### src/phaethonPkg.sv
package phaethonPkg;

  // Meaningful widths
  typedef logic [31:0] wordT;     // Data word, address or raw instruction
  typedef logic [5:0]  regAddrT;  // Index into the 64-entry register file
  typedef logic [2:0]  flagsT;    // Compare flags kept in r1

  localparam int      numRegs       = 64;
  localparam regAddrT stackReg      = 6'd0;  // Stack pointer register
  localparam regAddrT flagReg       = 6'd1;  // Flags register
  localparam wordT    wordBytes     = 32'd4;
  localparam wordT    resetDataWord = 32'hffffffff;

  // Bit positions inside flagsT
  localparam int flagEq = 0;
  localparam int flagLt = 1;
  localparam int flagGt = 2;

  // Opcode byte, zero and unlisted values fall through as no-ops
  typedef enum logic [7:0] {
    MovRC = 8'd1, MovRR, MovRdC, MovRdRo, MovRdR, MovdCR, MovdRoR,
    PushR, PopR, CallR, Ret,
    CmpRR, CmpRC, CmpERRR, CmpLtRRR,
    JmpC, JeC, JneC, JzRC, JnzRC,
    AddRRC, AddRRR, SubRRC, SubRRR, IncR, DecR, ShlRRR, ShrRRR, NegRR,
    DoutR, Stall
  } opcodeT;

  // Sequencer states
  typedef enum logic [3:0] {
    Fetch, FetchWait, Decode, ReadRegs, DataWait, DataDone,
    MemRequest, MemWait, MemDone, Execute
  } modeT;

  // Decoded instruction word
  typedef struct packed {
    opcodeT  op;
    regAddrT ra;  // Byte 1
    regAddrT rb;  // Byte 2
    regAddrT rc;  // Byte 3
  } instrT;

  typedef struct packed {
    wordT a;
    wordT b;
    wordT c;
  } operandT;

  // Everything committed in Execute
  typedef struct packed {
    logic    destEn;
    regAddrT destReg;
    wordT    destData;
    logic    spEn;
    wordT    spData;
    logic    flagsEn;
    flagsT   flags;
    logic    ipLoad;
    wordT    ipTarget;
  } writebackT;

  typedef struct packed {
    logic read;
    logic write;
    wordT addr;
    wordT data;
  } memReqT;

  // Opcodes followed by a constant word, so 8 bytes long
  function automatic logic is8Byte(opcodeT op);
    case (op)
      MovRC, MovRdC, MovRdRo, MovdCR, MovdRoR, CmpRC,
      JmpC, JeC, JneC, JzRC, JnzRC, AddRRC, SubRRC: return 1'b1;
      default: return 1'b0;
    endcase
  endfunction

  // Needs a data access after decode
  function automatic logic isRamOp(opcodeT op);
    case (op)
      MovRdC, MovRdRo, MovRdR, MovdCR, MovdRoR,
      PushR, PopR, CallR, Ret: return 1'b1;
      default: return 1'b0;
    endcase
  endfunction

  function automatic logic readsRam(opcodeT op);
    case (op)
      MovRdC, MovRdRo, MovRdR, PopR, Ret: return 1'b1;  // Loads and stack reads
      default: return 1'b0;
    endcase
  endfunction

endpackage
### src/regFile.sv
`timescale 1ns/100ps

module regFile (
  input  logic                   clk,
  input  logic                   reset,
  input  phaethonPkg::instrT     instr,
  input  logic                   operandLoad,
  input  logic                   commit,
  input  phaethonPkg::writebackT wb,
  output phaethonPkg::operandT   operand,
  output phaethonPkg::wordT      sp,
  output phaethonPkg::flagsT     flags
);

  phaethonPkg::wordT regs [phaethonPkg::numRegs];

  // Writeback, later writes override earlier ones
  always_ff @(posedge clk or posedge reset) begin
    if (reset) begin
      for (int i = 0; i < phaethonPkg::numRegs; i++) begin
        regs[i] <= '0;
      end
    end else if (commit) begin
      if (wb.destEn) regs[wb.destReg] <= wb.destData;
      if (wb.spEn) regs[phaethonPkg::stackReg] <= wb.spData;  // Pop into r0 still moves sp
      if (wb.flagsEn) regs[phaethonPkg::flagReg][2:0] <= wb.flags;  // Upper bits kept
    end
  end

  // Operand reads, captured once per instruction
  always_ff @(posedge clk) begin
    if (operandLoad) begin
      operand.a <= regs[instr.ra];
      operand.b <= regs[instr.rb];
      operand.c <= regs[instr.rc];
    end
  end

  // Live stack pointer and flags
  assign sp    = regs[phaethonPkg::stackReg];
  assign flags = regs[phaethonPkg::flagReg][2:0];

endmodule

### config.mk
export PLATFORM = sky130hd
export DESIGN_NAME = regFile
export DESIGN_NICKNAME = d
export VERILOG_FILES = /design/src/phaethonPkg.sv /design/src/regFile.sv
export SDC_FILE = /design/constraint.sdc
export NUM_CORES = 2
export LEC_CHECK = 0
export BUFFER_PORTS_ARGS = -buffer_cell sky130_fd_sc_hd__buf_2
export CORE_ASPECT_RATIO = 0.8
export CORE_UTILIZATION = 30
export DETAILED_ROUTE_END_ITERATION = 8
export PLACE_DENSITY_LB_ADDON = 0.1
export SLEW_MARGIN = 20
export SYNTH_ARGS = -nofsm -noshare
export SYNTH_HDL_FRONTEND = slang
export SYNTH_SLANG_ARGS = --single-unit
### constraint.sdc
create_clock -name clk -period 100.1 [get_ports clk]
set_clock_uncertainty 0.15 [all_clocks]
set_input_delay 15.015 -clock clk [delete_from_list [all_inputs] [get_ports clk]]
set_output_delay 15.015 -clock clk [all_outputs]
set_load 0.01 [all_outputs]
* Yosys cells after proc, flatten, opt, wreduce, memory -nomap -nowiden
Index checks and enable logic that the tools add are counted.
Widths: inputs -> output; s select.
** Word-level totals
- Register bits after elaboration :: 2144
- Bits in latches :: 0
- Logic and storage cells :: 98
- Bits in writable memories :: 0
- Input port bits :: 139
- Memories :: 0
- Output and inout bits :: 131
- Memory bits (read-only) :: 0
** Cells by class
- Equality and inequality tests :: 0
- Muxes and demuxes :: 15
- Magnitude comparators :: 5
- Multiply operators :: 0
- Divide/modulo/power cells :: 0
- Bitwise gates (word level) :: 4
- Shift operators :: 0
- $add $sub $neg :: 0
- Reduce and logical (&&, ||, !) cells :: 6
** Operators with widths (count)
- $bwmux 2048 :: 1
- $mux 2048 :: 1
- $bmux 32 s6 :: 3
- $mux 32 :: 8
- $demux 32 s6 :: 1
- $ge 7x7->1 const B :: 4
- $not 6->7 :: 4
- $lt 7x1->1 const B :: 1
- $reduce_and 2->1 :: 3
- $reduce_bool 2->1 :: 2
- $mux 3 :: 1
- $logic_and 1x1->1 :: 1

* Longest topological paths before layout
- Depth after elaboration :: 8
- Depth in mapped cells :: 10
- Depth with buffers taken out :: 5

* Worst setup path after synthesis
OpenSTA, ideal clock, no wires.
- Path kind :: input to register
- From :: in instr[0] (netlist bit)
- To :: reg operand[12] (netlist bit), data pin
- Required time :: 99.694 ns
- Slack :: 82.973 ns
- Data arrival time :: 16.721 ns
- Library setup time :: 0.256 ns
- Stages :: 9
- Buffers on the path :: 4
- Cells stage by stage :: buf_6 buf_12 buf_4 buf_2 mux4_2 a22oi_1 nand2_1 o22ai_1 nor2_1
** Between the ends
- Word-level cells in the longest chain between the ends :: 4
** Ends and longest elaborated chain
- from (decl) :: line regFile.sv:6 : input phaethonPkg::instrT instr,
- $not 6->7 (not written as such) :: line regFile.sv:35 : operand.c <= regs[instr.rc];
- $bmux 32 s6 :: line regFile.sv:35
- $mux 32 (not written as such) (2 in a row) :: line regFile.sv:35
- to (decl) :: line regFile.sv:10 : output phaethonPkg::operandT operand,
Every way passes these cells. The select of a mux whose other input is x is not followed.
A chain may end at the register's enable or synchronous reset.

* Final worst setup path
- From :: in instr[6] (netlist bit)
- To :: reg operand[41] (netlist bit), data pin
** Between the ends
- Word-level cells in the longest chain between the ends :: 4
** Ends and longest elaborated chain
- $not 6->7 (not written as such) :: line regFile.sv:34 : operand.b <= regs[instr.rb];
- $bmux 32 s6 :: line regFile.sv:34
- $mux 32 (not written as such) (2 in a row) :: line regFile.sv:34
Every way passes these cells. The select of a mux whose other input is x is not followed.

==> results.rst <==
.. list-table::
   :header-rows: 1

   * - Metric
     - Value
   * - Status
     - finished clean
   * - Switching power as a share of total power
     - 0.295
   * - Count of final setup violators
     - 0
   * - Hold worst-path end
     - regs[1318]$_DFFE_PP0P_
   * - TritonCTS Sinks
     - 2,144
   * - Maximum vdd drop
     - 0.0125 mV
   * - Tightest Pin Transition
     - 1230 ps
   * - Cells taking the most area after synthesis
     - sky130_fd_sc_hd__dfrtp_1 (40%), sky130_fd_sc_hd__mux4_2 (26%), sky130_fd_sc_hd__mux2_2 (18%)
   * - Count of placed standard cells including taps
     - 13,612
   * - Summed negative setup slack over all endpoints
     - 0 ps
   * - Unrepaired setup endpoints after global routing
     - false
   * - CP Class
     - in2reg
   * - CTS H-Tree Depth
     - 5
   * - Number of hold-slack violations in the final timing report
     - 0
   * - Detail-routed via count per cell
     - 6.35
   * - Final Worst Setup Slack
     - 78,350 ps
   * - Leakage
     - 60.4 nW
   * - Hold wc startpoint
     - regs[1318]$_DFFE_PP0P_
   * - Synth top area share
     - 0.402
   * - Mean routed wirelength per cell
     - 43.4 µm
   * - Post-DP HPWL
     - 380 mm
   * - Flop and latch count out of synthesis
     - 2,144
   * - Number of placement rows
     - 213
   * - CTS-repair resized insts
     - 0
   * - R2R cell count
     - 5
   * - Final instance count without filler cells
     - 14,100
   * - Cell depth of the worst hold path
     - 1
   * - Period minus WS final
     - 21,750 ps
   * - Global placement routability congestion
     - 0.849
   * - Share of flip-flops with an asynchronous set or reset
     - 0.955
   * - Worst hold path class
     - reg2reg
   * - Seq/Total Area, Yosys
     - 0.424
   * - Global-route congestion overflow total
     - 0
   * - Maximum fanout along the worst path
     - 63
   * - Wire length after detailed routing
     - 612 mm
   * - Filler cell count in the final layout
     - 40,795
   * - Data arrival, critical path
     - 22,230 ps
   * - Port bufs
     - 228
   * - Post-CTS repair timing setup buffer count
     - 0
   * - Ratio of total power to cell area
     - 17.0 nW/µm²
   * - Number of top-level pins
     - 270
   * - Most common cell in the netlist
     - sky130_fd_sc_hd__dfrtp_1
   * - TritonRoute pass-1 iters
     - 6
   * - Synthesized netlist cell count
     - 8,458
   * - Cell type with the highest aggregate area in the netlist
     - sky130_fd_sc_hd__dfrtp_1
   * - Cell Area, Synth
     - 128,000 µm²
   * - Minimum setup slack after placement
     - 77,260 ps
   * - GRT Util Overall
     - 0.283
   * - Internal power
     - 0.00172 W
   * - Number of DRC markers after the initial detailed-route iteration
     - 10,005
   * - Sequential power share
     - 0.417
   * - Final count of pins violating max slew
     - 0
   * - Routed vias
     - 89,480
   * - Most common library cells after synthesis
     - sky130_fd_sc_hd__dfrtp_1 (2,048), sky130_fd_sc_hd__mux2_2 (2,035), sky130_fd_sc_hd__mux4_2 (1,489), sky130_fd_sc_hd__clkbuf_1 (427), sky130_fd_sc_hd__buf_2 (311)
   * - Die Span X
     - 731 µm
   * - Count of hold buffers inserted by post-cts repair
     - 0
   * - CTS buffer count
     - 268
   * - Antenna violations before repair
     - 63
   * - Warnings from Yosys
     - 0
   * - Critical R2R Capture
     - operand[46]$_DFFE_PP_
   * - Average footprint of a synthesized cell
     - 15.1 µm²
   * - Share of total power in the clock network
     - 0.412
   * - Die area
     - 428,000 µm²
   * - Final worst path period share
     - 0.217
   * - Die height
     - 585 µm
   * - Comb power frac
     - 0.171
   * - Crit. End Element
     - flip-flop
   * - Clock transition at the registers of the reported paths
     - 60 ps
   * - Post-Synthesis Net Count
     - 8,597
   * - Largest buffer count on any clock path
     - 4
   * - Starting Density
     - 0.302
   * - Global-route wire length before repair
     - 832 mm
   * - Kind of start point of the critical path
     - input port
   * - CTS tree
     - yes
   * - Clock insertion delay at the later pin of the skew report
     - 970 ps
   * - Achievable frequency
     - 46.0 MHz
   * - Count of flip-flops with a built-in enable after synthesis
     - 96
   * - Distinct cells, synth
     - 65
   * - Post-detailed-route count of antenna-violating nets
     - 0
   * - Area of the core region
     - 422,000 µm²
   * - Number of nets in the final layout
     - 8,431
   * - Most common flop cell mapped by yosys
     - sky130_fd_sc_hd__dfrtp_1
   * - CTS Root Buffer Type
     - sky130_fd_sc_hd__clkbuf_16
   * - Final routed DRC violation total
     - 0
   * - Largest net degree at the start of global routing
     - 135
   * - Worst reg2reg setup slack
     - 96,850 ps
   * - Headroom to the max-slew limit
     - 0.174
   * - Via count of the first global-routing pass
     - 89,871
   * - Max capacitance violation total
     - 0
   * - Startpoint of the worst register-to-register path
     - sp[14]$_DFFE_PP0P_
   * - Required @ worst endpoint
     - 100,580 ps
   * - Relative area change from synthesis to final layout
     - 12.2%
   * - Switching component of the power
     - 0.000719 W
   * - Ratio of cells with drive above 1 in the final layout
     - 0.547
## power groups by stage
stage	clock network (W)	registers, W	logic, W
4_1_cts	0.00103	0.00101	0.000418
5_1_grt	0.00106	0.00103	0.000435
3_5_place_dp	0	0.00103	0.000417
6_report	0.00101	0.00102	0.000417
2_1_floorplan	0	0.00101	0.000275
3_3_place_gp	0	0.00103	0.000413
## metal layers
metal  track usage  part of all wire  vias to the layer above
met5             0          0.000065                        -
met1         0.404              0.44                    50055
met4         0.125             0.052                        8
met2         0.410              0.43                     4606
li1              -                 -                    33793
met3        0.0631             0.081                     1018
## cells by family (layout without fill, tap and decap cells)
family	after synthesis	after routing	synth area share
other	0	21	0
AO/OA/AOI/OAI	983	983	0.0560
flip-flops	2144	2144	0.424
multiplexers	3728	3728	0.458
AND/OR/NAND/NOR	576	576	0.0218
buffers and inverters	1027	1058	0.0398
## cells in the final DEF (no fill, tap or decap), types with 113 or more instances in the layout
master	Yosys	routed
sky130_fd_sc_hd__mux4_2	1489	1489
sky130_fd_sc_hd__clkbuf_16	0	277
sky130_fd_sc_hd__buf_4	131	338
sky130_fd_sc_hd__a22oi_1	136	136
sky130_fd_sc_hd__mux2_2	2035	2035
sky130_fd_sc_hd__mux2i_1	204	204
sky130_fd_sc_hd__a21oi_1	114	113
sky130_fd_sc_hd__o22ai_1	240	239
sky130_fd_sc_hd__buf_2	311	214
sky130_fd_sc_hd__a22o_1	130	130
sky130_fd_sc_hd__nor2_1	184	126
sky130_fd_sc_hd__dfrtp_1	2048	2048
## worst max path at each step
stage,startpoint,endpoint,slack [ps],depth (start not counted)
floorplan,reset,flags[0]$_DFFE_PP0P_,27090,1
global placement,instr[6],operand[41]$_DFFE_PP_,77220,12
detailed placement,instr[6],operand[41]$_DFFE_PP_,77260,12
CTS,instr[6],operand[41]$_DFFE_PP_,78290,12
global route,instr[6],operand[41]$_DFFE_PP_,77960,12
finish,instr[6],operand[41]$_DFFE_PP_,78350,12
## layout make-up
class / instances / area, µm² / share of cell area
multi-input cells: 5287 / 69100 / 0.483
flip-flops and latches: 2144 / 54100 / 0.378
clock buffers: 393 / 7920 / 0.0553
well taps: 5590 / 6990 / 0.0489
repair buffers: 581 / 4120 / 0.0288
clock inverters: 74 / 785 / 0.00548
diodes: 21 / 52.6 / 0.000367
inverters: 10 / 47.5 / 0.000332
## critical path, stage by stage
cell and delay, ps:
sky130_fd_sc_hd__buf_8 610, sky130_fd_sc_hd__buf_4 790, sky130_fd_sc_hd__buf_4 800, sky130_fd_sc_hd__buf_4 630
sky130_fd_sc_hd__buf_4 740, sky130_fd_sc_hd__buf_4 780, sky130_fd_sc_hd__buf_4 810, sky130_fd_sc_hd__mux4_2 600
sky130_fd_sc_hd__mux2i_1 500, sky130_fd_sc_hd__nand3_1 370, sky130_fd_sc_hd__nand4_1 190, sky130_fd_sc_hd__nor3_1 120
## sequential cells by signal, summed over array words and instances, names as in the netlist
signal	flops
regs	2013
sp	32
flags	3
operand	96
## through the flow
step	cell area [µm²]	hold slack [ps]	utilization	total power (W)
finish	143000	390	0.339	0.00244
global route	143000	412	0.339	0.00252
CTS	143000	396	0.339	0.00246
detailed placement	134000	382	0.318	0.00145
global placement	134000	371	0.318	0.00144
floorplan	128000	358	-	0.00129
(Power assumes the default switching activity.)
