<file path="src/phaethonPkg.sv">
package phaethonPkg;

  // Meaningful widths
  typedef logic [31:0] wordT;     // Data word, address or raw instruction
  typedef logic [5:0]  regAddrT;  // Index into the 64-entry register file
  typedef logic [2:0]  flagsT;    // Compare flags kept in r1

  localparam int      numRegs       = 64;
  localparam regAddrT stackReg      = 6'd0;  // Stack pointer register
  localparam regAddrT flagReg       = 6'd1;  // Flags register
  localparam wordT    wordBytes     = 32'd4;
  localparam wordT    resetDataWord = 32'hffffffff;

  // Bit positions inside flagsT
  localparam int flagEq = 0;
  localparam int flagLt = 1;
  localparam int flagGt = 2;

  // Opcode byte, zero and unlisted values fall through as no-ops
  typedef enum logic [7:0] {
    MovRC = 8'd1, MovRR, MovRdC, MovRdRo, MovRdR, MovdCR, MovdRoR,
    PushR, PopR, CallR, Ret,
    CmpRR, CmpRC, CmpERRR, CmpLtRRR,
    JmpC, JeC, JneC, JzRC, JnzRC,
    AddRRC, AddRRR, SubRRC, SubRRR, IncR, DecR, ShlRRR, ShrRRR, NegRR,
    DoutR, Stall
  } opcodeT;

  // Sequencer states
  typedef enum logic [3:0] {
    Fetch, FetchWait, Decode, ReadRegs, DataWait, DataDone,
    MemRequest, MemWait, MemDone, Execute
  } modeT;

  // Decoded instruction word
  typedef struct packed {
    opcodeT  op;
    regAddrT ra;  // Byte 1
    regAddrT rb;  // Byte 2
    regAddrT rc;  // Byte 3
  } instrT;

  typedef struct packed {
    wordT a;
    wordT b;
    wordT c;
  } operandT;

  // Everything committed in Execute
  typedef struct packed {
    logic    destEn;
    regAddrT destReg;
    wordT    destData;
    logic    spEn;
    wordT    spData;
    logic    flagsEn;
    flagsT   flags;
    logic    ipLoad;
    wordT    ipTarget;
  } writebackT;

  typedef struct packed {
    logic read;
    logic write;
    wordT addr;
    wordT data;
  } memReqT;

  // Opcodes followed by a constant word, so 8 bytes long
  function automatic logic is8Byte(opcodeT op);
    case (op)
      MovRC, MovRdC, MovRdRo, MovdCR, MovdRoR, CmpRC,
      JmpC, JeC, JneC, JzRC, JnzRC, AddRRC, SubRRC: return 1'b1;
      default: return 1'b0;
    endcase
  endfunction

  // Needs a data access after decode
  function automatic logic isRamOp(opcodeT op);
    case (op)
      MovRdC, MovRdRo, MovRdR, MovdCR, MovdRoR,
      PushR, PopR, CallR, Ret: return 1'b1;
      default: return 1'b0;
    endcase
  endfunction

  function automatic logic readsRam(opcodeT op);
    case (op)
      MovRdC, MovRdRo, MovRdR, PopR, Ret: return 1'b1;  // Loads and stack reads
      default: return 1'b0;
    endcase
  endfunction

endpackage
</file>
<file path="src/memAccess.sv">
`timescale 1ns/100ps

module memAccess (
  input  phaethonPkg::instrT   instr,
  input  phaethonPkg::operandT operand,
  input  phaethonPkg::wordT    dataWord,
  input  phaethonPkg::wordT    sp,
  input  phaethonPkg::wordT    ip,
  output phaethonPkg::memReqT  memReq
);

  always_comb begin
    memReq = '0;
    case (instr.op)
      // Loads
      phaethonPkg::MovRdC: begin
        memReq.read = 1'b1;
        memReq.addr = dataWord;  // Absolute address
      end
      phaethonPkg::MovRdRo: begin
        memReq.read = 1'b1;
        memReq.addr = dataWord + operand.b;  // Base b plus offset
      end
      phaethonPkg::MovRdR: begin
        memReq.read = 1'b1;
        memReq.addr = operand.b;
      end
      // Stores
      phaethonPkg::MovdCR: begin
        memReq.write = 1'b1;
        memReq.addr  = dataWord;
        memReq.data  = operand.b;
      end
      phaethonPkg::MovdRoR: begin
        memReq.write = 1'b1;
        memReq.addr  = dataWord + operand.a;
        memReq.data  = operand.b;
      end
      // Stack grows upward, sp points at the free slot
      phaethonPkg::PushR: begin
        memReq.write = 1'b1;
        memReq.addr  = sp;
        memReq.data  = operand.a;
      end
      phaethonPkg::CallR: begin
        memReq.write = 1'b1;
        memReq.addr  = sp;
        memReq.data  = ip;  // Own address, Ret adds 4
      end
      phaethonPkg::PopR, phaethonPkg::Ret: begin
        memReq.read = 1'b1;
        memReq.addr = sp - phaethonPkg::wordBytes;  // Top of stack
      end
      default: begin
      end
    endcase
  end

endmodule

</file>
<file path="config.mk">
export PLATFORM = sky130hd
export DESIGN_NAME = memAccess
export DESIGN_NICKNAME = d
export VERILOG_FILES = /design/src/phaethonPkg.sv /design/src/memAccess.sv
export SDC_FILE = /design/constraint.sdc
export NUM_CORES = 1
export LEC_CHECK = 0
export BUFFER_PORTS_ARGS = -buffer_cell sky130_fd_sc_hd__buf_4
export CAP_MARGIN = 20
export CORE_AREA = 5 5 112 114
export DETAILED_ROUTE_END_ITERATION = 8
export DIE_AREA = 0 0 117 119
export GPL_ROUTABILITY_DRIVEN = 0
export PLACE_DENSITY = 0.77
export SETUP_SLACK_MARGIN = 0.3
export SYNTH_ARGS = -nofsm -noshare
export SYNTH_HDL_FRONTEND = slang
export SYNTH_SLANG_ARGS = --single-unit
</file>
<file path="constraint.sdc">
create_clock -name vclk -period 9.02
set_input_delay 0.451 -clock vclk [all_inputs]
set_output_delay 0.451 -clock vclk [all_outputs]
set_load 0.005 [all_outputs]
</file>
* Word level (Yosys, flattened, before mapping)
Cells that the tools add are included.
Cells by class: add/subtract/negate cells 3, equal/unequal tests 9, multiplexer cells 4, reduce and logical (&&, ||, !) cells 6
Operators by type and width (count):
- one-hot mux 32 bit (6 select lines) | 1
- one-hot mux 32 bit (3 select lines) | 1
- adder 32 bit | 2
- equality test 8 x 3 -> 1 bit, second input constant | 4
- equality test 8 x 4 -> 1 bit, second input constant | 4
- subtractor 32 x 3 -> 32 bit, second input constant | 1
- equality test 8 x 2 -> 1 bit, second input constant | 1
- OR reduction 2 bit | 4
- OR reduction 5 bit | 1
- OR reduction 4 bit | 1
- 2-to-1 mux 1 bit | 2
Word-level totals: flip-flop bits (word level) 0, input port bits 218, output and inout bits 66

* Longest topological paths before layout
Gate-level depths: netlist of the first run.
word-level depth 3, mapped depth 18, gate-level depth less buffers 17

* Least setup slack after synthesis of the first run
Ideal clock, no wire load.
kind input -> output, from input instr[23] (netlist name), to output memReq[60] (netlist name), data arrival time 4.269 ns, setup slack 4.300 ns, stages on the path 18, buffers on the path 1, cells stage by stage or4_1 -> nor2_1 -> nand2_1 -> nor2_2 -> buf_2 -> mux2_2 -> ha_1 -> inv_1 -> fa_1 -> nand2b_1 -> a21oi_1 -> o21ai_0 -> a21oi_1 -> o31a_1 -> a31o_2 -> a221oi_1 -> xor2_1 -> o221ai_1
RTL lines:
- from (decl) | RTL line memAccess.sv:4 | input phaethonPkg::instrT instr,
- to (decl) | RTL line memAccess.sv:9 | output phaethonPkg::memReqT memReq

==> flow_summary.yaml, run 1 <==
global_routing:
  grt_pass1_vias: 5428
  overflow: 0
  gr-usage-all-layers: 0.244
  grt_first_pass_wirelength_mm: 28.2
  antenna_found_initial: 0
  grt_max_degree: 41
route:
  num_vias: 5820
  wl_per_cell_um: 18.9
  initialDrtViolationCount: 542
  avgViaCountPerCell: 5.90
  drt.antenna.violating_nets: 0
  drc: 0
  wirelength_mm: 18.6
  drt_first_pass_iters: 6
clocking:
  holdBufCountCts: 0
  cts-resized-gates: 0
  cts_setup_buffers: 0
placed_design:
  placed_cells: 985
  io_buffers: 234
  dp_hpwl_mm: 14.6
pwr:
  p_per_area_nw_per_um2: 41.7
  peakVddDrop_uv: 27.7
  p_leak_nw: 2.85
run_status:
  status: "complete, no violations"
layout:
  drive_above_1_share: 0.351
  nNetsFinal: 1103
  diodes: 0
  fill_cells: 1115
  final_util: 0.552
  area_growth_syn_to_layout_pct: 40.5
  clkbuf_count: 0
  numSequentialCells: 0
  final-seq-area_um2: 0
  finalNonFillerCells: 986
yosys:
  syn-num-nets: 898
  syn_inst: 640
  yosys-top-cells-area: "ha_1 11%, mux2i_1 8.3%, o21ai_0 8.1%"
  netlist_area_um2: 4440
  netlist.area_leader.share: 0.110
  synth_top_area_cell: "ha_1"
  yosysWarningCount: 0
  avgSynthCellArea_um2: 6.94
  synth_cell_types: 68
  seq_area_frac_synth: 0
timing:
  timing.final.crit_period_ns: 6.48
  finalHoldViolCount: 0
  grt_setup_unrepaired: "no"
  setup_violations: 0
  drv_slew: 0
  slew_headroom: 0.340
  fmax_ghz: 0.154
  worst_slew_pin_slew_ns: 0.985
  period_share: 0.719
  fin_tns_setup_ns: 0
setup_path:
  cp.arrival_ns: 6.03
  startpoint_type: "input pin"
  startpoint: "instr[23]"
  end_kind: "primary output"
  crit_path_max_fanout: 15
  cp-endpoint: "memReq[62]"
  cp.required_ns: 8.57
  path_class: "input pin to primary output"
floorplan:
  die_y_um: 119
  start_util: 0.393
  core_area_um2: 11300
  die_width_um: 117
  io_pins: 284
  row_count: 39
  die_area_um2: 13900
worst_hold_path:
  hold_path_class: "input pin to primary output"
job:
  drv_cap: 0
-- kinds of logic after synthesis --
family / after synthesis / share of synthesized area
buffers and inverters: 56 / 0.0625
xor gates and xnor gates: 52 / 0.102
and+or+nand+nor: 194 / 0.224
adders and majority gates: 40 / 0.114
muxes: 69 / 0.164
AOI/OAI and AO/OA: 229 / 0.332
-- worst max-delay path, stage by stage --
cell	delay (ns)
buf_4	0.10
or4_1	0.62
nor2_1	0.31
nand2_1	0.53
nor2_4	0.55
mux2_2	0.24
ha_1	0.18
inv_1	0.07
fa_1	0.39
nand2b_1	0.18
a21oi_1	0.17
o21ai_0	0.19
a21oi_1	0.33
a31oi_1	0.24
o31ai_1	0.69
a21oi_1	0.16
xor2_1	0.18
o21ai_0	0.28
buf_4	0.18
-- routing by layer --
| layer | GRT usage | wire length (µm) |
|---|---|---|
| met5 | 0 | 0 |
| met4 | 0.0280 | 263 |
| met3 | 0.0299 | 1680 |
| met2 | 0.426 | 8760 |
| met1 | 0.330 | 7900 |
-- cells in the mapped netlist (3+ instances only) --
cell	number
nand2b_1	8
o22ai_1	11
inv_1	17
nand4_1	8
a31oi_1	3
nor2_1	30
clkbuf_8	4
mux2i_1	37
nand3b_1	4
nor2b_1	7
and3_1	4
o21a_1	3
a21oi_1	50
a21o_1	9
mux2_2	32
o21bai_1	5
nand2_1	80
buf_2	10
nor4_1	3
o21ai_0	72
xnor2_1	28
a222oi_1	17
nor3_1	13
o31ai_1	3
o221ai_1	8
nand3_1	12
ha_1	39
a221oi_1	4
clkbuf_1	22
xor2_1	24
a22oi_1	26
-- final cells by class --
class / count / area, µm² / share of cell area
inverter: 17 / 63.8 / 0.0102
multi-input combinational: 584 / 4180 / 0.670
tap: 143 / 179 / 0.0287
timing repair buffer: 242 / 1820 / 0.292
-- report_power, final --
group          internal (mW)  switching, mW  leakage, nW
clock network              0              0            0
logic                  0.129          0.131         2.85
registers                  0              0            0
-- per-stage QoR --
stage          power [mW]  hold slack, ns  setup slack [ns]  cell area [µm²]
6_report            0.261            1.18              2.54             6240
2_1_floorplan       0.147           0.987              4.30             4440
5_1_grt             0.285            1.21              2.22             6240
3_3_place_gp        0.253            1.19              2.71             6230
4_1_cts             0.257            1.19              2.68             6230
3_5_place_dp        0.256            1.19              2.71             6230
-- how the worst min path moves through the flow --
stage	from	to	cells past startpoint
CTS	operand[34]	memReq[34]	4
detailed placement	operand[32]	memReq[32]	4
global placement	operand[34]	memReq[34]	4
finish	operand[34]	memReq[34]	4
floorplan	operand[34]	memReq[34]	2
global route	operand[32]	memReq[32]	4
-- cell usage in the layout, fill, tap and decap left out, drive strengths merged, types with 4 or more instances in the layout --
cell type	Yosys	routed
a21o	9	9
a21oi	50	50
a221oi	4	4
a222oi	17	17
a22oi	26	26
and3	4	4
buf	12	242
ha	39	39
inv	17	17
mux2	32	32
mux2i	37	37
nand2	81	81
nand2b	8	8
nand3	12	12
nand3b	4	4
nand4	8	8
nor2	32	32
nor2b	7	7
nor3	15	15
o21ai	73	73
o21bai	5	5
o221ai	8	8
o22ai	11	11
or3	4	4
or4	4	4
xnor2	28	28
xor2	24	24
No activity file was read; power rests on OpenSTA's default activity.
==> run 2, diff against run 1 <==
==> constraint.sdc (replaced) <==
create_clock -name vclk -period 6.8
set_input_delay 0.34 -clock vclk [all_inputs]
set_output_delay 0.34 -clock vclk [all_outputs]
set_load 0.005 [all_outputs]
==> run 2 against run 1 <==
Against the previous run: power increased by 33%; utilization is essentially flat; largest power group unchanged; wire length fell by 0.88%; global-route usage barely moved; critical path depth rose by 1; worst setup slack got worse by 1.5 ns; largest cell class unchanged; non-clock buffer count is 1 higher; combinational power up 33%; die area unchanged.
==> flow_summary.yaml, run 2 (synthesis gave the netlist of run 1 again) <==
run_status:
  status: "complete, no violations"
job:
  drv_cap: 0
floorplan:
  die_width_um: 117
  die_area_um2: 13900
  io_pins: 284
  core_area_um2: 11300
  row_count: 39
  die_y_um: 119
  start_util: 0.393
route:
  drc: 0
  drt_first_pass_iters: 5
  wirelength_mm: 18.4
  num_vias: 5821
  drt.antenna.violating_nets: 0
  avgViaCountPerCell: 5.90
  wl_per_cell_um: 18.7
  initialDrtViolationCount: 527
setup_path:
  crit_path_max_fanout: 15
  cp.arrival_ns: 5.43
  path_class: "input pin to primary output"
  end_kind: "primary output"
  startpoint_type: "input pin"
  cp.required_ns: 6.46
global_routing:
  gr-usage-all-layers: 0.245
  grt_first_pass_wirelength_mm: 28.3
  grt_pass1_vias: 5617
  grt_max_degree: 41
  antenna_found_initial: 0
  overflow: 0
clocking:
  cts_setup_buffers: 0
  cts-resized-gates: 0
  holdBufCountCts: 0
timing:
  timing.final.crit_period_ns: 5.77
  setup_slack_ns: 1.03
  period_share: 0.848
  worst_slew_pin_slew_ns: 1.01
  fin_tns_setup_ns: 0
  grt_setup_unrepaired: "no"
  setup_violations: 0
  slew_headroom: 0.323
  drv_slew: 0
  finalHoldViolCount: 0
  fmax_ghz: 0.173
layout:
  stdcell_area_um2: 6250
  area_growth_syn_to_layout_pct: 40.6
  final-seq-area_um2: 0
  nNetsFinal: 1104
  diodes: 0
  finalNonFillerCells: 987
  layout_commonest_cell: "buf_4"
  clkbuf_count: 0
  numSequentialCells: 0
  fill_cells: 1132
  drive_above_1_share: 0.352
  layout_common_cells: "243 x buf_4, 80 x nand2_1, 72 x o21ai_0, 50 x a21oi_1, 39 x ha_1"
placed_design:
  dp_hpwl_mm: 14.7
  dp_slack_ns: 1.16
  io_buffers: 234
  placed_cells: 986
  postPlaceCellArea_um2: 6240
pwr:
  p_leak_nw: 2.85
  peakVddDrop_uv: 39.9
  p_per_area_nw_per_um2: 55.4
  total_power_mw: 0.346
worst_hold_path:
  holdPathStages: 4
  hold_path_class: "input pin to primary output"
## run 2: cell types whose count changed in the layout (fill, tap and decap cells not counted), sizes merged
cell | previous run | this run
buf | 242 | 243
## run 2: worst max-delay path, stage by stage
cell and delay, ns:
buf_4 0.10, or4_1 0.62, nor2_1 0.31, nand2_1 0.09, buf_4 0.23, nor2_4 0.37
mux2_2 0.24, ha_1 0.18, inv_1 0.06, fa_1 0.39, nand2b_1 0.18, a21oi_1 0.14
o21ai_0 0.18, a21oi_1 0.31, a31oi_1 0.23, o31ai_1 0.69, a21oi_1 0.16, xor2_1 0.18
o21ai_0 0.24, buf_4 0.17
## run 2: area by class of cell
type | instances | area [µm²] | area share
multi-input cells | 584 | 4180 | 0.669
repair buffers | 243 | 1820 | 0.292
inverters | 17 | 63.8 | 0.0102
well taps | 143 | 179 | 0.0286
## run 2: worst paths after layout
path | startpoint | slack (ns) | end
worst max-delay path | instr[23] | 1.03 | memReq[62]
worst min-delay path | operand[34] | 0.96 | memReq[34]
## run 2: where the power goes
group	switching (mW)	leakage, nW	internal (mW)	total, mW
Combinational	0.175	2.85	0.171	0.346
Sequential	0	0	0	0
Clock	0	0	0	0
## run 2: metrics by stage
step / hold WS [ns] / util
final: 0.965 / 0.552
after global routing: 0.995 / 0.552
after CTS: 0.971 / 0.551
after detailed placement: 0.971 / 0.551
after global placement: 0.972 / 0.551
after floorplan: 0.765 / -
## run 2: layer usage
layer / share of wire / global-route usage
met5: 0 / 0
met4: 0.0099 / 0.0287
met3: 0.10 / 0.0426
met2: 0.47 / 0.422
met1: 0.42 / 0.326
==> run 3, diff against run 2 <==
==> constraint.sdc (replaced) <==
create_clock -name vclk -period 5.5
set_input_delay 0.275 -clock vclk [all_inputs]
set_output_delay 0.275 -clock vclk [all_outputs]
set_load 0.005 [all_outputs]
==> run 3 against run 2 <==
Against the previous run: sequential share of layout area is the same; first-iteration DRC count down 7.4%; sequential cell count is the same; global-route usage decreased by 0.44 points; critical endpoint is now memReq[60]; worst setup slack lost 0.52 ns; critical path depth decreased by 2; utilization rose by 0.28 points; largest cell class unchanged; non-clock buffer count is 3 higher; final area is 0.50% higher; hold slack worse by 0.13 ns.
==> flow_summary.yaml, run 3 (synthesis gave the netlist of run 1 again) <==
run_status:
  status: "complete, no violations"
setup_path:
  startpoint_type: "input pin"
  cp.required_ns: 5.22
  path_class: "input pin to primary output"
  crit_path_max_fanout: 10
  cp.arrival_ns: 4.71
  end_kind: "primary output"
placed_design:
  placed_cells: 990
  dp_hpwl_mm: 14.6
  io_buffers: 234
layout:
  numSequentialCells: 0
  layout_common_cells: "246 x buf_4, 80 x nand2_1, 71 x o21ai_0, 50 x a21oi_1, 39 x ha_1"
  final_util: 0.555
  area_growth_syn_to_layout_pct: 41.3
  drive_above_1_share: 0.357
  final-seq-area_um2: 0
  finalNonFillerCells: 990
  diodes: 0
  fill_cells: 1154
  clkbuf_count: 0
  layout_commonest_cell: "buf_4"
  nNetsFinal: 1107
floorplan:
  io_pins: 284
  die_y_um: 119
  die_width_um: 117
  start_util: 0.393
  core_area_um2: 11300
  row_count: 39
  die_area_um2: 13900
timing:
  drv_slew: 0
  finalHoldViolCount: 0
  grt_setup_unrepaired: "yes"
  slew_headroom: 0.365
  worst_slew_pin_slew_ns: 0.948
  period_share: 0.907
  setup_violations: 0
  fin_tns_setup_ns: 0
  timing.final.crit_period_ns: 4.99
  fmax_ghz: 0.201
route:
  initialDrtViolationCount: 488
  avgViaCountPerCell: 5.96
  num_vias: 5899
  wl_per_cell_um: 18.5
  drt_first_pass_iters: 8
  drt.antenna.violating_nets: 0
  wirelength_mm: 18.3
  drc: 0
global_routing:
  grt_max_degree: 40
  gr-usage-all-layers: 0.240
  antenna_found_initial: 0
  grt_first_pass_wirelength_mm: 28.1
  overflow: 0
  grt_pass1_vias: 5661
worst_hold_path:
  holdPathStages: 4
  worstHoldStart: "operand[34]"
  whs_endpoint: "memReq[34]"
  hold_path_class: "input pin to primary output"
pwr:
  peakVddDrop_uv: 45.7
  p_per_area_nw_per_um2: 68.5
  p_leak_nw: 2.87
  total_power_mw: 0.430
clocking:
  holdBufCountCts: 0
job:
  drv_cap: 0
[run 3: power breakdown]
part	leakage (nW)	total, mW	internal [mW]	switching, mW
combinational	2.87	0.430	0.214	0.216
clock	0	0	0	0
sequential	0	0	0	0
[run 3: repair_timing]
action                     CTS  global route
setup endpoints to repair    0             5
gates resized for setup      0             4
hold endpoints to repair     0             0
buffers inserted             0             0
[run 3: worst max path at each step]
stage / from / endpoint / slack, ns / depth (start not counted)
2_1_floorplan: instr[23] / memReq[60] / 1.13 / 18
5_1_grt: instr[23] / memReq[60] / 0.30 / 18
3_3_place_gp: instr[23] / memReq[60] / 0.47 / 19
4_1_cts: instr[23] / memReq[60] / 0.43 / 19
6_report: instr[23] / memReq[60] / 0.51 / 18
3_5_place_dp: instr[23] / memReq[60] / 0.46 / 19
[run 3: area by class of cell]
| class | count | area (µm²) | area share |
|---|---|---|---|
| well taps | 143 | 179 | 0.0285 |
| inverters | 17 | 63.8 | 0.0102 |
| multi-input cells | 584 | 4190 | 0.667 |
| repair buffers | 246 | 1850 | 0.294 |
[run 3: critical path, cell delays in order]
cell      delay, ns
buf_4          0.10
or4_1          0.62
nor2_2         0.22
nand2_1        0.14
nor2_4         0.28
buf_4          0.26
mux2_2         0.36
ha_1           0.33
a21oi_1        0.25
nand2_1        0.08
nor2_1         0.14
a21oi_1        0.13
o31a_1         0.32
a31o_2         0.29
a221oi_1       0.39
xor2_1         0.11
o221ai_1       0.22
buf_4          0.17
[run 3: stage by stage]
stage          hold WS (ns)  cell area, µm²  setup slack, ns
6_report              0.834            6280            0.514
5_1_grt               0.851            6280            0.305
4_1_cts               0.841            6270            0.426
3_5_place_dp          0.836            6270            0.456
3_3_place_gp          0.843            6270            0.467
2_1_floorplan         0.635            4440             1.13
[run 3: routing by layer]
metal | vias up | GRT usage | share of wire
li1 | 2844 | - | -
met1 | 2769 | 0.326 | 0.42
met2 | 257 | 0.417 | 0.48
met3 | 29 | 0.0183 | 0.082
met4 | 0 | 0.0416 | 0.019
met5 | - | 0 | 0
