==> config.mk <==
export PLATFORM = sky130hd
export DESIGN_NAME = instrDecode
export DESIGN_NICKNAME = d
export VERILOG_FILES = /design/src/phaethonPkg.sv /design/src/instrDecode.sv
export SDC_FILE = /design/constraint.sdc
export NUM_CORES = 1
export LEC_CHECK = 0
export BUFFER_PORTS_ARGS = -buffer_cell sky130_fd_sc_hd__buf_2
export CELL_PAD_IN_SITES_DETAIL_PLACEMENT = 2
export CELL_PAD_IN_SITES_GLOBAL_PLACEMENT = 2
export CORE_ASPECT_RATIO = 1.5
export CORE_UTILIZATION = 25
export DETAILED_ROUTE_END_ITERATION = 10
export GPL_TIMING_DRIVEN = 0
export PLACE_DENSITY_LB_ADDON = 0.25
export SYNTH_ARGS = -nofsm -noshare
export SYNTH_HDL_FRONTEND = slang
export SYNTH_SLANG_ARGS = --single-unit
==> constraint.sdc <==
create_clock -name clk -period 1.9 [get_ports clk]
set_clock_uncertainty 0.15 [all_clocks]
set_input_delay 0.095 -clock clk [delete_from_list [all_inputs] [get_ports clk]]
set_output_delay 0.095 -clock clk [all_outputs]
set_load 0.1 [all_outputs]
==> src/phaethonPkg.sv <==
package phaethonPkg;

  // Meaningful widths
  typedef logic [31:0] wordT;     // Data word, address or raw instruction
  typedef logic [5:0]  regAddrT;  // Index into the 64-entry register file
  typedef logic [2:0]  flagsT;    // Compare flags kept in r1

  localparam int      numRegs       = 64;
  localparam regAddrT stackReg      = 6'd0;  // Stack pointer register
  localparam regAddrT flagReg       = 6'd1;  // Flags register
  localparam wordT    wordBytes     = 32'd4;
  localparam wordT    resetDataWord = 32'hffffffff;

  // Bit positions inside flagsT
  localparam int flagEq = 0;
  localparam int flagLt = 1;
  localparam int flagGt = 2;

  // Opcode byte, zero and unlisted values fall through as no-ops
  typedef enum logic [7:0] {
    MovRC = 8'd1, MovRR, MovRdC, MovRdRo, MovRdR, MovdCR, MovdRoR,
    PushR, PopR, CallR, Ret,
    CmpRR, CmpRC, CmpERRR, CmpLtRRR,
    JmpC, JeC, JneC, JzRC, JnzRC,
    AddRRC, AddRRR, SubRRC, SubRRR, IncR, DecR, ShlRRR, ShrRRR, NegRR,
    DoutR, Stall
  } opcodeT;

  // Sequencer states
  typedef enum logic [3:0] {
    Fetch, FetchWait, Decode, ReadRegs, DataWait, DataDone,
    MemRequest, MemWait, MemDone, Execute
  } modeT;

  // Decoded instruction word
  typedef struct packed {
    opcodeT  op;
    regAddrT ra;  // Byte 1
    regAddrT rb;  // Byte 2
    regAddrT rc;  // Byte 3
  } instrT;

  typedef struct packed {
    wordT a;
    wordT b;
    wordT c;
  } operandT;

  // Everything committed in Execute
  typedef struct packed {
    logic    destEn;
    regAddrT destReg;
    wordT    destData;
    logic    spEn;
    wordT    spData;
    logic    flagsEn;
    flagsT   flags;
    logic    ipLoad;
    wordT    ipTarget;
  } writebackT;

  typedef struct packed {
    logic read;
    logic write;
    wordT addr;
    wordT data;
  } memReqT;

  // Opcodes followed by a constant word, so 8 bytes long
  function automatic logic is8Byte(opcodeT op);
    case (op)
      MovRC, MovRdC, MovRdRo, MovdCR, MovdRoR, CmpRC,
      JmpC, JeC, JneC, JzRC, JnzRC, AddRRC, SubRRC: return 1'b1;
      default: return 1'b0;
    endcase
  endfunction

  // Needs a data access after decode
  function automatic logic isRamOp(opcodeT op);
    case (op)
      MovRdC, MovRdRo, MovRdR, MovdCR, MovdRoR,
      PushR, PopR, CallR, Ret: return 1'b1;
      default: return 1'b0;
    endcase
  endfunction

  function automatic logic readsRam(opcodeT op);
    case (op)
      MovRdC, MovRdRo, MovRdR, PopR, Ret: return 1'b1;  // Loads and stack reads
      default: return 1'b0;
    endcase
  endfunction

endpackage
==> src/instrDecode.sv <==
`timescale 1ns/100ps

module instrDecode (
  input  logic               clk,
  input  logic               reset,
  input  phaethonPkg::wordT  ramIn,
  input  logic               decodeLoad,
  output phaethonPkg::instrT instr,
  output logic               is8,       // Constant word follows
  output logic               isRam,     // Data access needed
  output logic               readsRam   // Data access is a read
);

  // Instruction register
  always_ff @(posedge clk or posedge reset) begin
    if (reset) begin
      instr <= '0;
    end else if (decodeLoad) begin
      instr.op <= phaethonPkg::opcodeT'(ramIn[7:0]);
      // Low 6 bits of each register byte
      instr.ra <= ramIn[13:8];
      instr.rb <= ramIn[21:16];
      instr.rc <= ramIn[29:24];
    end
  end

  // Classification of the latched opcode
  assign is8      = phaethonPkg::is8Byte(instr.op);
  assign isRam    = phaethonPkg::isRamOp(instr.op);
  assign readsRam = phaethonPkg::readsRam(instr.op);

endmodule

== Word-level counts from Yosys, hierarchy flattened ==
Memory sizes are Yosys's and may differ from the RTL's.
Cells that the tools add are included.

* Output and inout bits: 29
* Memories: 2
* Word-level logic and storage cells: 17
* Memory bits (read-only): 48
* Bits of input ports: 35
* Bits in registers: 26

* Equality and inequality tests: 5
* Muxes and demuxes: 3
* Reduce and logical (&&, ||, !) cells: 3

{| class="wikitable"
|+ Memory list
! name !! words !! bits a word !! read ports !! clocked after Yosys merged registers in !! wr ports !! RTL line !! RTL
|-
| (name not given) || 32 || 1 || 1 || 0 || 0 || phaethonPkg.sv:71 || <nowiki>case (op)</nowiki>
|-
| (name not given) || 16 || 1 || 1 || 0 || 0 || phaethonPkg.sv:80 || <nowiki>case (op)</nowiki>
|}

{| class="wikitable"
|+ Operator list
! kind !! count
|-
| $eq 8x3->1 const B || 2
|-
| $eq 8x4->1 const B || 2
|-
| $eq 8x2->1 const B || 1
|-
| $reduce_or 5->1 || 1
|-
| $logic_not 4->1 || 1
|-
| $logic_not 3->1 || 1
|-
| $mux 1 || 3
|}

== Logic depth before layout (Yosys ltp) ==
Gate-level depths: netlist (run 1).

* Depth after elaboration: 3
* Depth in mapped cells: 4
* Mapped depth without buffers: 3

== Worst setup path before layout (run 1) ==
OpenSTA, ideal clock, no wires.

* Path type: register to output
* From: register instr[23] in the netlist's numbering
* To: output port isRam
* Path buffers: 0
* Path slack: -2.060 ns
* Cell stages (with the launch flop): 4
* Data arrival time: 3.715 ns
* Required time: 1.655 ns
* Path through: dfrtp_1 or3_1 or2_0 a211oi_1

* Cells in the longest elaborated chain, start to end: 2

{| class="wikitable"
|+ Ends and longest elaborated chain
! element !! RTL line !! RTL
|-
| start: declaration || instrDecode.sv:8 || <nowiki>output phaethonPkg::instrT instr,</nowiki>
|-
| $logic_not 4->1 || phaethonPkg.sv:80 ||
|-
| $mux 1 || phaethonPkg.sv:80 ||
|-
| end: declaration || instrDecode.sv:10 || <nowiki>output logic isRam,</nowiki>
|}

Every way passes these cells.

== Worst setup path in the final report (run 1) ==
Same ends and word-level chain as after synthesis.

==> flow_metrics.tcl, run 1 <==
set metrics [dict create \
    vias 939 \
    fin_ws_ns -0.1734 \
    synthesis.nets 108 \
    syn_area_sq_mm 0.001071 \
    netlist_top_cells_area "dfrtp_1, mux2_2, buf_2" \
    final_util_pct 45.84 \
    synth_edf_count 0 \
    clk_pin_slew_ns 0.09 \
    powerDensity_mw_per_mm2 931.9 \
    synthArstFlopShare_pct 100.0 \
    fp.dieArea_sq_mm 0.004555 \
    post-place-cells 174 \
    power.leakage_nw 0.8428 \
    cp_slowest_stage_delay_ns 0.48 \
    min_period_over_period_pct 109.1 \
    ios 64 \
    overflow 0 \
    grt_max_degree 27 \
    peakVddDrop_mv 0.4920 \
    routed_wl_um 3058 \
    hp-class "primary input to register" \
    largest_register "instr" \
    n_antenna_cell 0 \
    area_growth_pct 72.43 \
    post-route-min-period_ns 2.073 \
    dpl.hpwl_um 2090 \
    reg.largest.list "instr (26)" \
    yosysUniqueCellTypes 18 \
    slowest_stage "dfrtp_4" \
    drc 0 \
    antenna_found_initial 0 \
    rsz0062_at_grt "yes" \
    setup_viol 3 \
    synth.largest_area_cell "dfrtp_1" \
    ant_nets 0 \
    cts_sinks 26 \
    nets 197 \
    synth_commonest_cells "dfrtp_1, mux2_2, buf_2, a211oi_1, nor2_1" \
    hold_viol 0 \
    synth_top_cell_area_share_pct 60.75 \
    cts_tree "yes" \
    drtIter0Drc 6 \
    grt_pass1_wl_um 4995 \
    die_y_um 82.17 \
    vias_per_cell 4.558 \
    grt_pass1_vias 1064 \
    reg2reg_slack_ns 0.76 \
    final_max_slew_viol_count 0 \
    numCtsBuffers 3 \
    synthFlopType "dfrtp_1" \
    crit_chain "or3_4 -> or2_4 -> a211oi_4 -> buf_12" \
    cp.arrival_ns 1.83 \
    die_w_um 55.44 \
    max_freq_mhz 482.3 \
    layout-drive-gt1-share_pct 65.84 \
    syn_inst 73 \
    ys_warn_count 0 \
    synth_area_per_cell_sq_um 14.67 \
    status "finished with violations" \
    end_kind "output port" \
    crit_required_ns 1.65 \
    place_congestion 0.6612 \
    port-buffer-count 56 \
    max_slew_margin_pct 35.15 \
    path_class "register to output port" \
    htreeDepth 1 \
    coreArea_sq_mm 0.004029 \
    largest_reg_flops 26 \
    cp_top_family "simple AND/OR/NAND/NOR gates" \
    tightest_slew_ns 0.9717 \
    yosysSeqAreaShare_pct 60.75 \
    maxCapViolCount 0 \
    final_cells 206 \
    clock_path_buffers 2 \
    violations "negative setup slack" \
    cp-start-kind "register" \
    grt_use_total_pct 14.30 \
    wl_per_cell_um 14.84 \
    clk_latency_ns 0.26 \
    ys_ff_latch 26 \
    clock-root-buffer "clkbuf_8" \
    rows 28 \
    crit_fanout 2 \
    drtPass1Iterations 2 \
    path_buf_inv 1 \
    initial_core_util_pct 26.58 \
]
power breakdown:
part	switching, mW	internal (mW)	total (mW)
Sequential	0.0426	0.613	0.656
Clock	0.166	0.185	0.351
Combinational	0.538	0.176	0.714
Total	0.746	0.975	1.72
logic make-up after synthesis:
group                  share of synthesized area (%)
AOI/OAI and AO/OA                              3.854
DFF                                            60.75
and+or+nand+nor                                5.843
buffers and inverters                          2.219
muxes                                          27.34
per-layer routing:
layer / share of wire, % / global-route usage (%) / up-vias
li1: - / - / 432
met4: 1.5 / 5.250 / 0
met2: 60 / 30.60 / 36
met1: 34 / 13.49 / 466
met5: 0 / 0 / -
met3: 4.5 / 2.025 / 5
cells in the final DEF, fill, tap and decap left out:
cell	instances
or2_4	1
buf_12	2
o21ai_0	1
o21bai_1	1
a211oi_1	1
mux2_2	26
buf_2	56
buf_4	1
a21oi_4	1
buf_6	1
nor4b_1	1
clkbuf_8	4
dlygate4sd3_1	27
or3b_4	1
and3b_1	1
and3_4	1
nor2_1	2
dfrtp_2	6
nand2_1	1
a221oi_2	1
a211oi_4	1
inv_1	1
buf_8	1
or3_4	1
dfrtp_4	2
nand2b_1	1
dfrtp_1	18
path summary, 6_finish.rpt:
kind / start / to / cells after the start
setup / recovery: instr[23] / isRam / 4
hold / removal: decodeLoad / instr[8] / 2
setup reg to reg: instr[21] / instr[21] / 2
hold reg to reg: instr[4] / instr[4] / 1
max in group asynchronous: reset / instr[21] / 3
min in group asynchronous: reset / instr[17] / 3
cell type report:
class	count	area, sq um
inverter	1	3.754
sequential	26	665.6
multi-input combinational	42	441.7
fill	411	2182
timing repair buffer	84	598.1
clock buffer	4	55.05
tap	45	56.30
buffer	4	26.28
stage by stage:
stage                     total power [mW]  worst slack (ns)  TNS [ns]  instance area (sq um)  hold WS, ns
after floorplan                      1.203           -0.4526   -0.6251                   1126     -0.01536
after global placement               1.311          -0.06038   -0.1025                   1463       0.1764
after detailed placement             1.326           -0.1459   -0.2641                   1463       0.1803
after CTS                            1.740           -0.1880   -0.4156                   1847      0.05644
after global routing                 1.786           -0.2393   -0.5522                   1847      0.06693
final                                1.721           -0.1734   -0.3325                   1847      0.04924
worst register-to-register path, cell delays in order (launching register included):
cell and delay (ns):
dfrtp_4 0.48, buf_6 0.14, mux2_2 0.26
what timing repair did:
item                                   in CTS  in global routing
gates resized for setup                    13                  0
cloned                                      0                  0
setup endpoints to repair                   3                  3
hold buffers                               27                  0
endpoints found under the hold margin      52                  0
buffers inserted                            1                  0
No activity file was read; power rests on OpenSTA's default activity.
==> inputs of run 2 (changes only) <==
--- a/config.mk
+++ b/config.mk
@@ -12,7 +12,8 @@
 export CORE_UTILIZATION = 25
 export DETAILED_ROUTE_END_ITERATION = 10
 export GPL_TIMING_DRIVEN = 0
-export PLACE_DENSITY_LB_ADDON = 0.25
+export PLACE_DENSITY = 0.81
+export SETUP_SLACK_MARGIN = 0.2
 export SYNTH_ARGS = -nofsm -noshare
 export SYNTH_HDL_FRONTEND = slang
 export SYNTH_SLANG_ARGS = --single-unit
==> flow_metrics.tcl, run 2 (same netlist as run 1, synthesis figures left out) <==
set metrics [dict create \
    cts_tree "yes" \
    cp.depth 4 \
    place_ws_ns -0.1520 \
    final_util_pct 46.15 \
    numCtsBuffers 3 \
    hold_viol 0 \
    drtIter0Drc 13 \
    cp_top_family "simple AND/OR/NAND/NOR gates" \
    p_switching_mw 0.7505 \
    fp.dieArea_sq_mm 0.004555 \
    dpl.hpwl_um 2313 \
    cp_slowest_stage_delay_ns 0.48 \
    htreeDepth 1 \
    grt_use_total_pct 14.94 \
    dpl_cell_area_sq_mm 0.001463 \
    overflow 0 \
    ff2ff_path_depth 2 \
    end_kind "output port" \
    rows 28 \
    crit_chain "or3_4 -> or2_4 -> a211oi_4 -> buf_12" \
    tightest_slew_ns 0.9949 \
    max_slew_margin_pct 33.60 \
    mostFrequentLayoutCell "buf_2" \
    largest_register "instr" \
    ant_nets 0 \
    routed_wl_um 3250 \
    holdPathStages 2 \
    drtPass1Iterations 3 \
    nets 197 \
    clock-root-buffer "clkbuf_8" \
    grt_max_degree 27 \
    powerDensity_mw_per_mm2 979.6 \
    initial_core_util_pct 26.58 \
    min_period_over_period_pct 109.2 \
    mostFrequentLayoutCells "buf_2, dlygate4sd3_1, mux2_2" \
    n_antenna_cell 0 \
    crit_required_ns 1.65 \
    clkPwrFrac_pct 24.7 \
    max_freq_mhz 482.2 \
    cp.arrival_ns 1.83 \
    setup_viol 3 \
    layout-drive-gt1-share_pct 65.84 \
    crit_fanout 2 \
    fin_ws_ns -0.1740 \
    grt_pass1_wl_um 5250 \
    vias 943 \
    largest_reg_flops 26 \
    final_max_slew_viol_count 0 \
    clk_latency_ns 0.26 \
    place_congestion 0.7331 \
    slowest_stage "dfrtp_4" \
    clock_path_buffers 2 \
    rsz0062_at_grt "yes" \
    drc 0 \
    area_growth_pct 73.60 \
    maxCapViolCount 0 \
    ios 64 \
    path_buf_inv 1 \
    die_y_um 82.17 \
    post-route-min-period_ns 2.074 \
    coreArea_sq_mm 0.004029 \
    power.leakage_nw 0.8486 \
    cp-start-kind "register" \
    status "finished with violations" \
    stdcell_area_sq_mm 0.001859 \
    vias_per_cell 4.578 \
    grt_pass1_vias 1071 \
    hp-class "primary input to register" \
    path_class "register to output port" \
    reg.largest.list "instr (26)" \
    die_w_um 55.44 \
    power_frac_comb_pct 39.2 \
    p_int_mw 1.071 \
    port-buffer-count 56 \
    peakVddDrop_mv 0.6652 \
    swShare_pct 41.21 \
    antenna_found_initial 0 \
    cts_sinks 26 \
    seqPwrFrac_pct 36.1 \
    violations "negative setup slack" \
    clk_pin_slew_ns 0.09 \
    wl_per_cell_um 15.78 \
]
run 2: worst paths after layout:
path / end / start / slack [ns]
max: isRam / instr[23] / -0.17
min reg2reg: instr[8] / instr[8] / 0.36
max reg2reg: instr[21] / instr[21] / 0.76
max in group asynchronous: instr[23] / reset / 0.43
min: instr[6] / decodeLoad / 0.08
min in group asynchronous: instr[16] / reset / 0.44
run 2: stage by stage:
| step | instances | hold slack, ns | total power [mW] | TNS (ns) |
|---|---|---|---|---|
| floorplan | 73 | -0.01536 | 1.203 | -0.6251 |
| global placement | 174 | 0.1765 | 1.310 | -0.1080 |
| detailed placement | 174 | 0.1824 | 1.331 | -0.2687 |
| CTS | 206 | 0.08272 | 1.853 | -0.4451 |
| global route | 206 | 0.09339 | 1.900 | -0.5555 |
| finish | 206 | 0.08145 | 1.821 | -0.3647 |
run 2: what timing repair did:
action,4_1_cts,5_1_grt
endpoints found under the hold margin,52,0
buffers inserted,1,0
setup endpoints to repair,3,3
hold buffers,27,0
gates resized for setup,12,0
run 2: final cells by class:
class	count	area (sq um)
sequential	26	665.6
inverter	1	3.754
clock inverter	1	30.03
tap	45	56.30
clock buffer	3	41.29
buffer	4	26.28
timing repair buffer	84	594.3
multi-input combinational	42	441.7
fill	411	2170
run 2: per-layer routing:
layer	global-route usage (%)	vias to the layer above	share of wire (%)
met5	0	-	0
met4	4.500	0	1.2
met3	0.9346	2	2.7
met2	31.33	31	62
met1	15.76	478	34
li1	-	432	-
run 2: power by group through the flow:
stage               sequential (mW)  clock (mW)  combinational, mW
floorplan                      1.07           0              0.130
global placement              0.662           0              0.648
detailed placement            0.669           0              0.662
CTS                           0.659       0.476              0.719
global route                  0.665       0.495              0.741
finish                        0.657       0.450              0.715
==> inputs of run 3 (changes only) <==
--- a/config.mk
+++ b/config.mk
@@ -11,7 +11,6 @@
 export CORE_ASPECT_RATIO = 1.5
 export CORE_UTILIZATION = 25
 export DETAILED_ROUTE_END_ITERATION = 10
-export GPL_TIMING_DRIVEN = 0
 export PLACE_DENSITY = 0.81
 export SETUP_SLACK_MARGIN = 0.2
 export SYNTH_ARGS = -nofsm -noshare
==> flow_metrics.tcl, run 3 (same netlist as run 1, synthesis figures left out) <==
set metrics [dict create \
    powerDensity_mw_per_mm2 970.8 \
    reg.largest.list "instr (26)" \
    mostFrequentLayoutCell "buf_2" \
    vias_per_cell 4.560 \
    drtIter0Drc 7 \
    rsz0062_at_grt "yes" \
    use_met1_pct 14.13 \
    port-buffer-count 57 \
    drc 0 \
    setup_viol 3 \
    hp-class "primary input to async pin" \
    tightest_slew_ns 0.6008 \
    final_util_pct 46.77 \
    die_w_um 55.44 \
    max_freq_mhz 495.0 \
    clk_latency_ns 0.26 \
    cp_slowest_stage_delay_ns 0.48 \
    p_switching_mw 0.7529 \
    dpl_cell_area_sq_mm 0.001494 \
    ios 64 \
    dpl.hpwl_um 2202 \
    fin_ws_ns -0.1201 \
    clkPwrFrac_pct 24.5 \
    crit_chain "or3_4 -> or2_4 -> buf_6 -> a21oi_4 -> buf_12" \
    htreeDepth 1 \
    place_congestion 0.7407 \
    crit_fanout 2 \
    max_slew_margin_pct 59.95 \
    cp-start-kind "register" \
    cp.arrival_ns 1.78 \
    n_antenna_cell 0 \
    routed_wl_um 3297 \
    fp.dieArea_sq_mm 0.004555 \
    power.leakage_nw 0.8584 \
    slowest_stage "dfrtp_4" \
    rows 28 \
    stdcell_area_sq_mm 0.001884 \
    grt_use_total_pct 14.69 \
    post-route-min-period_ns 2.020 \
    end_kind "output port" \
    use_met2_pct 31.33 \
    crit_required_ns 1.65 \
    seqPwrFrac_pct 36.2 \
    peakVddDrop_mv 0.6119 \
    grt_pass1_wl_um 5092 \
    vias 944 \
    min_period_over_period_pct 106.3 \
    overflow 0 \
    mostFrequentLayoutCells "buf_2, dlygate4sd3_1, mux2_2" \
    clock-root-buffer "clkbuf_8" \
    coreArea_sq_mm 0.004029 \
    cts_tree "yes" \
    largest_reg_flops 26 \
    die_y_um 82.17 \
    numCtsBuffers 3 \
    maxCapViolCount 0 \
    area_growth_pct 75.93 \
    cts_sinks 26 \
    power_frac_comb_pct 39.3 \
    largest_register "instr" \
    grt_max_degree 27 \
    hold_viol 0 \
    grt_pass1_vias 1078 \
    p_int_mw 1.076 \
    final_max_slew_viol_count 0 \
    path_class "register to output port" \
    drtPass1Iterations 2 \
    antenna_found_initial 0 \
    layout-drive-gt1-share_pct 66.05 \
    nets 198 \
    met3_usage_pct 1.558 \
    clk_pin_slew_ns 0.09 \
    initial_core_util_pct 26.58 \
    status "finished with violations" \
    swShare_pct 41.16 \
    busiest_layer "met2" \
    violations "negative setup slack" \
    clock_path_buffers 2 \
    ant_nets 0 \
    wl_per_cell_um 15.93 \
]
run 3: changes by cell type in the layout (fill, tap and decap cells not counted), sizes merged:
cell	previous run	this run
buf	61	62
run 3: layer usage:
layer / part of all wire, % / up-vias
li1: - / 435
met1: 34 / 472
met2: 61 / 33
met3: 2.9 / 4
met4: 1.9 / 0
met5: 0 / -
run 3: path summary, 6_finish.rpt:
path | startpoint | to | slack [ns] | cells past startpoint
max | instr[23] | readsRam | -0.12 | 5
min | reset | instr[11] | 0.27 | 4
max reg2reg | instr[23] | instr[23] | 0.77 | 2
min reg2reg | instr[7] | instr[7] | 0.36 | 1
max in group asynchronous | reset | instr[23] | 1.05 | 4
min in group clk | decodeLoad | instr[7] | 0.31 | 2
run 3: final cells by class:
cell class,instances,area (sq um)
clock buffers,3,41.29
clock inverters,1,30.03
fillers,400,2145
inverters,1,3.754
multi-input cells,42,441.7
flip-flops and latches,26,665.6
well taps,45,56.30
repair buffers,89,645.6
run 3: stage by stage:
step	setup TNS (ns)	cells	setup slack, ns	power (mW)	hold WS [ns]
floorplan	-0.6251	73	-0.4526	1.203	-0.01536
global placement	0	172	0.1388	1.313	0.01939
detailed placement	0	172	0.09756	1.333	0.03536
CTS	-0.4816	207	-0.1798	1.852	0.2858
global route	-0.4865	207	-0.1698	1.898	0.2996
finish	-0.3307	207	-0.1201	1.829	0.2729
run 3: what timing repair did:
action                                  CTS  global route
resized for setup                         2             2
endpoints found under the setup margin    3             3
hold endpoints to repair                 52             0
hold buffers                             27             0
pin swaps                                 4             3
buffers inserted                          4             0
run 3: power by group through the flow:
stage / registers (mW) / clock network (mW) / logic [mW]
6_report: 0.662 / 0.449 / 0.718
5_1_grt: 0.673 / 0.484 / 0.741
4_1_cts: 0.662 / 0.472 / 0.718
3_5_place_dp: 0.673 / 0 / 0.660
3_3_place_gp: 0.665 / 0 / 0.647
2_1_floorplan: 1.07 / 0 / 0.130
run 3: critical path: cells and delay by family, from the launching register on:
| family | cells | cell delay (ns) |
|---|---|---|
| AOI/OAI and AO/OA | 1 | 0.12 |
| DFF | 1 | 0.48 |
| and+or+nand+nor | 2 | 0.60 |
| buffers and inverters | 2 | 0.30 |
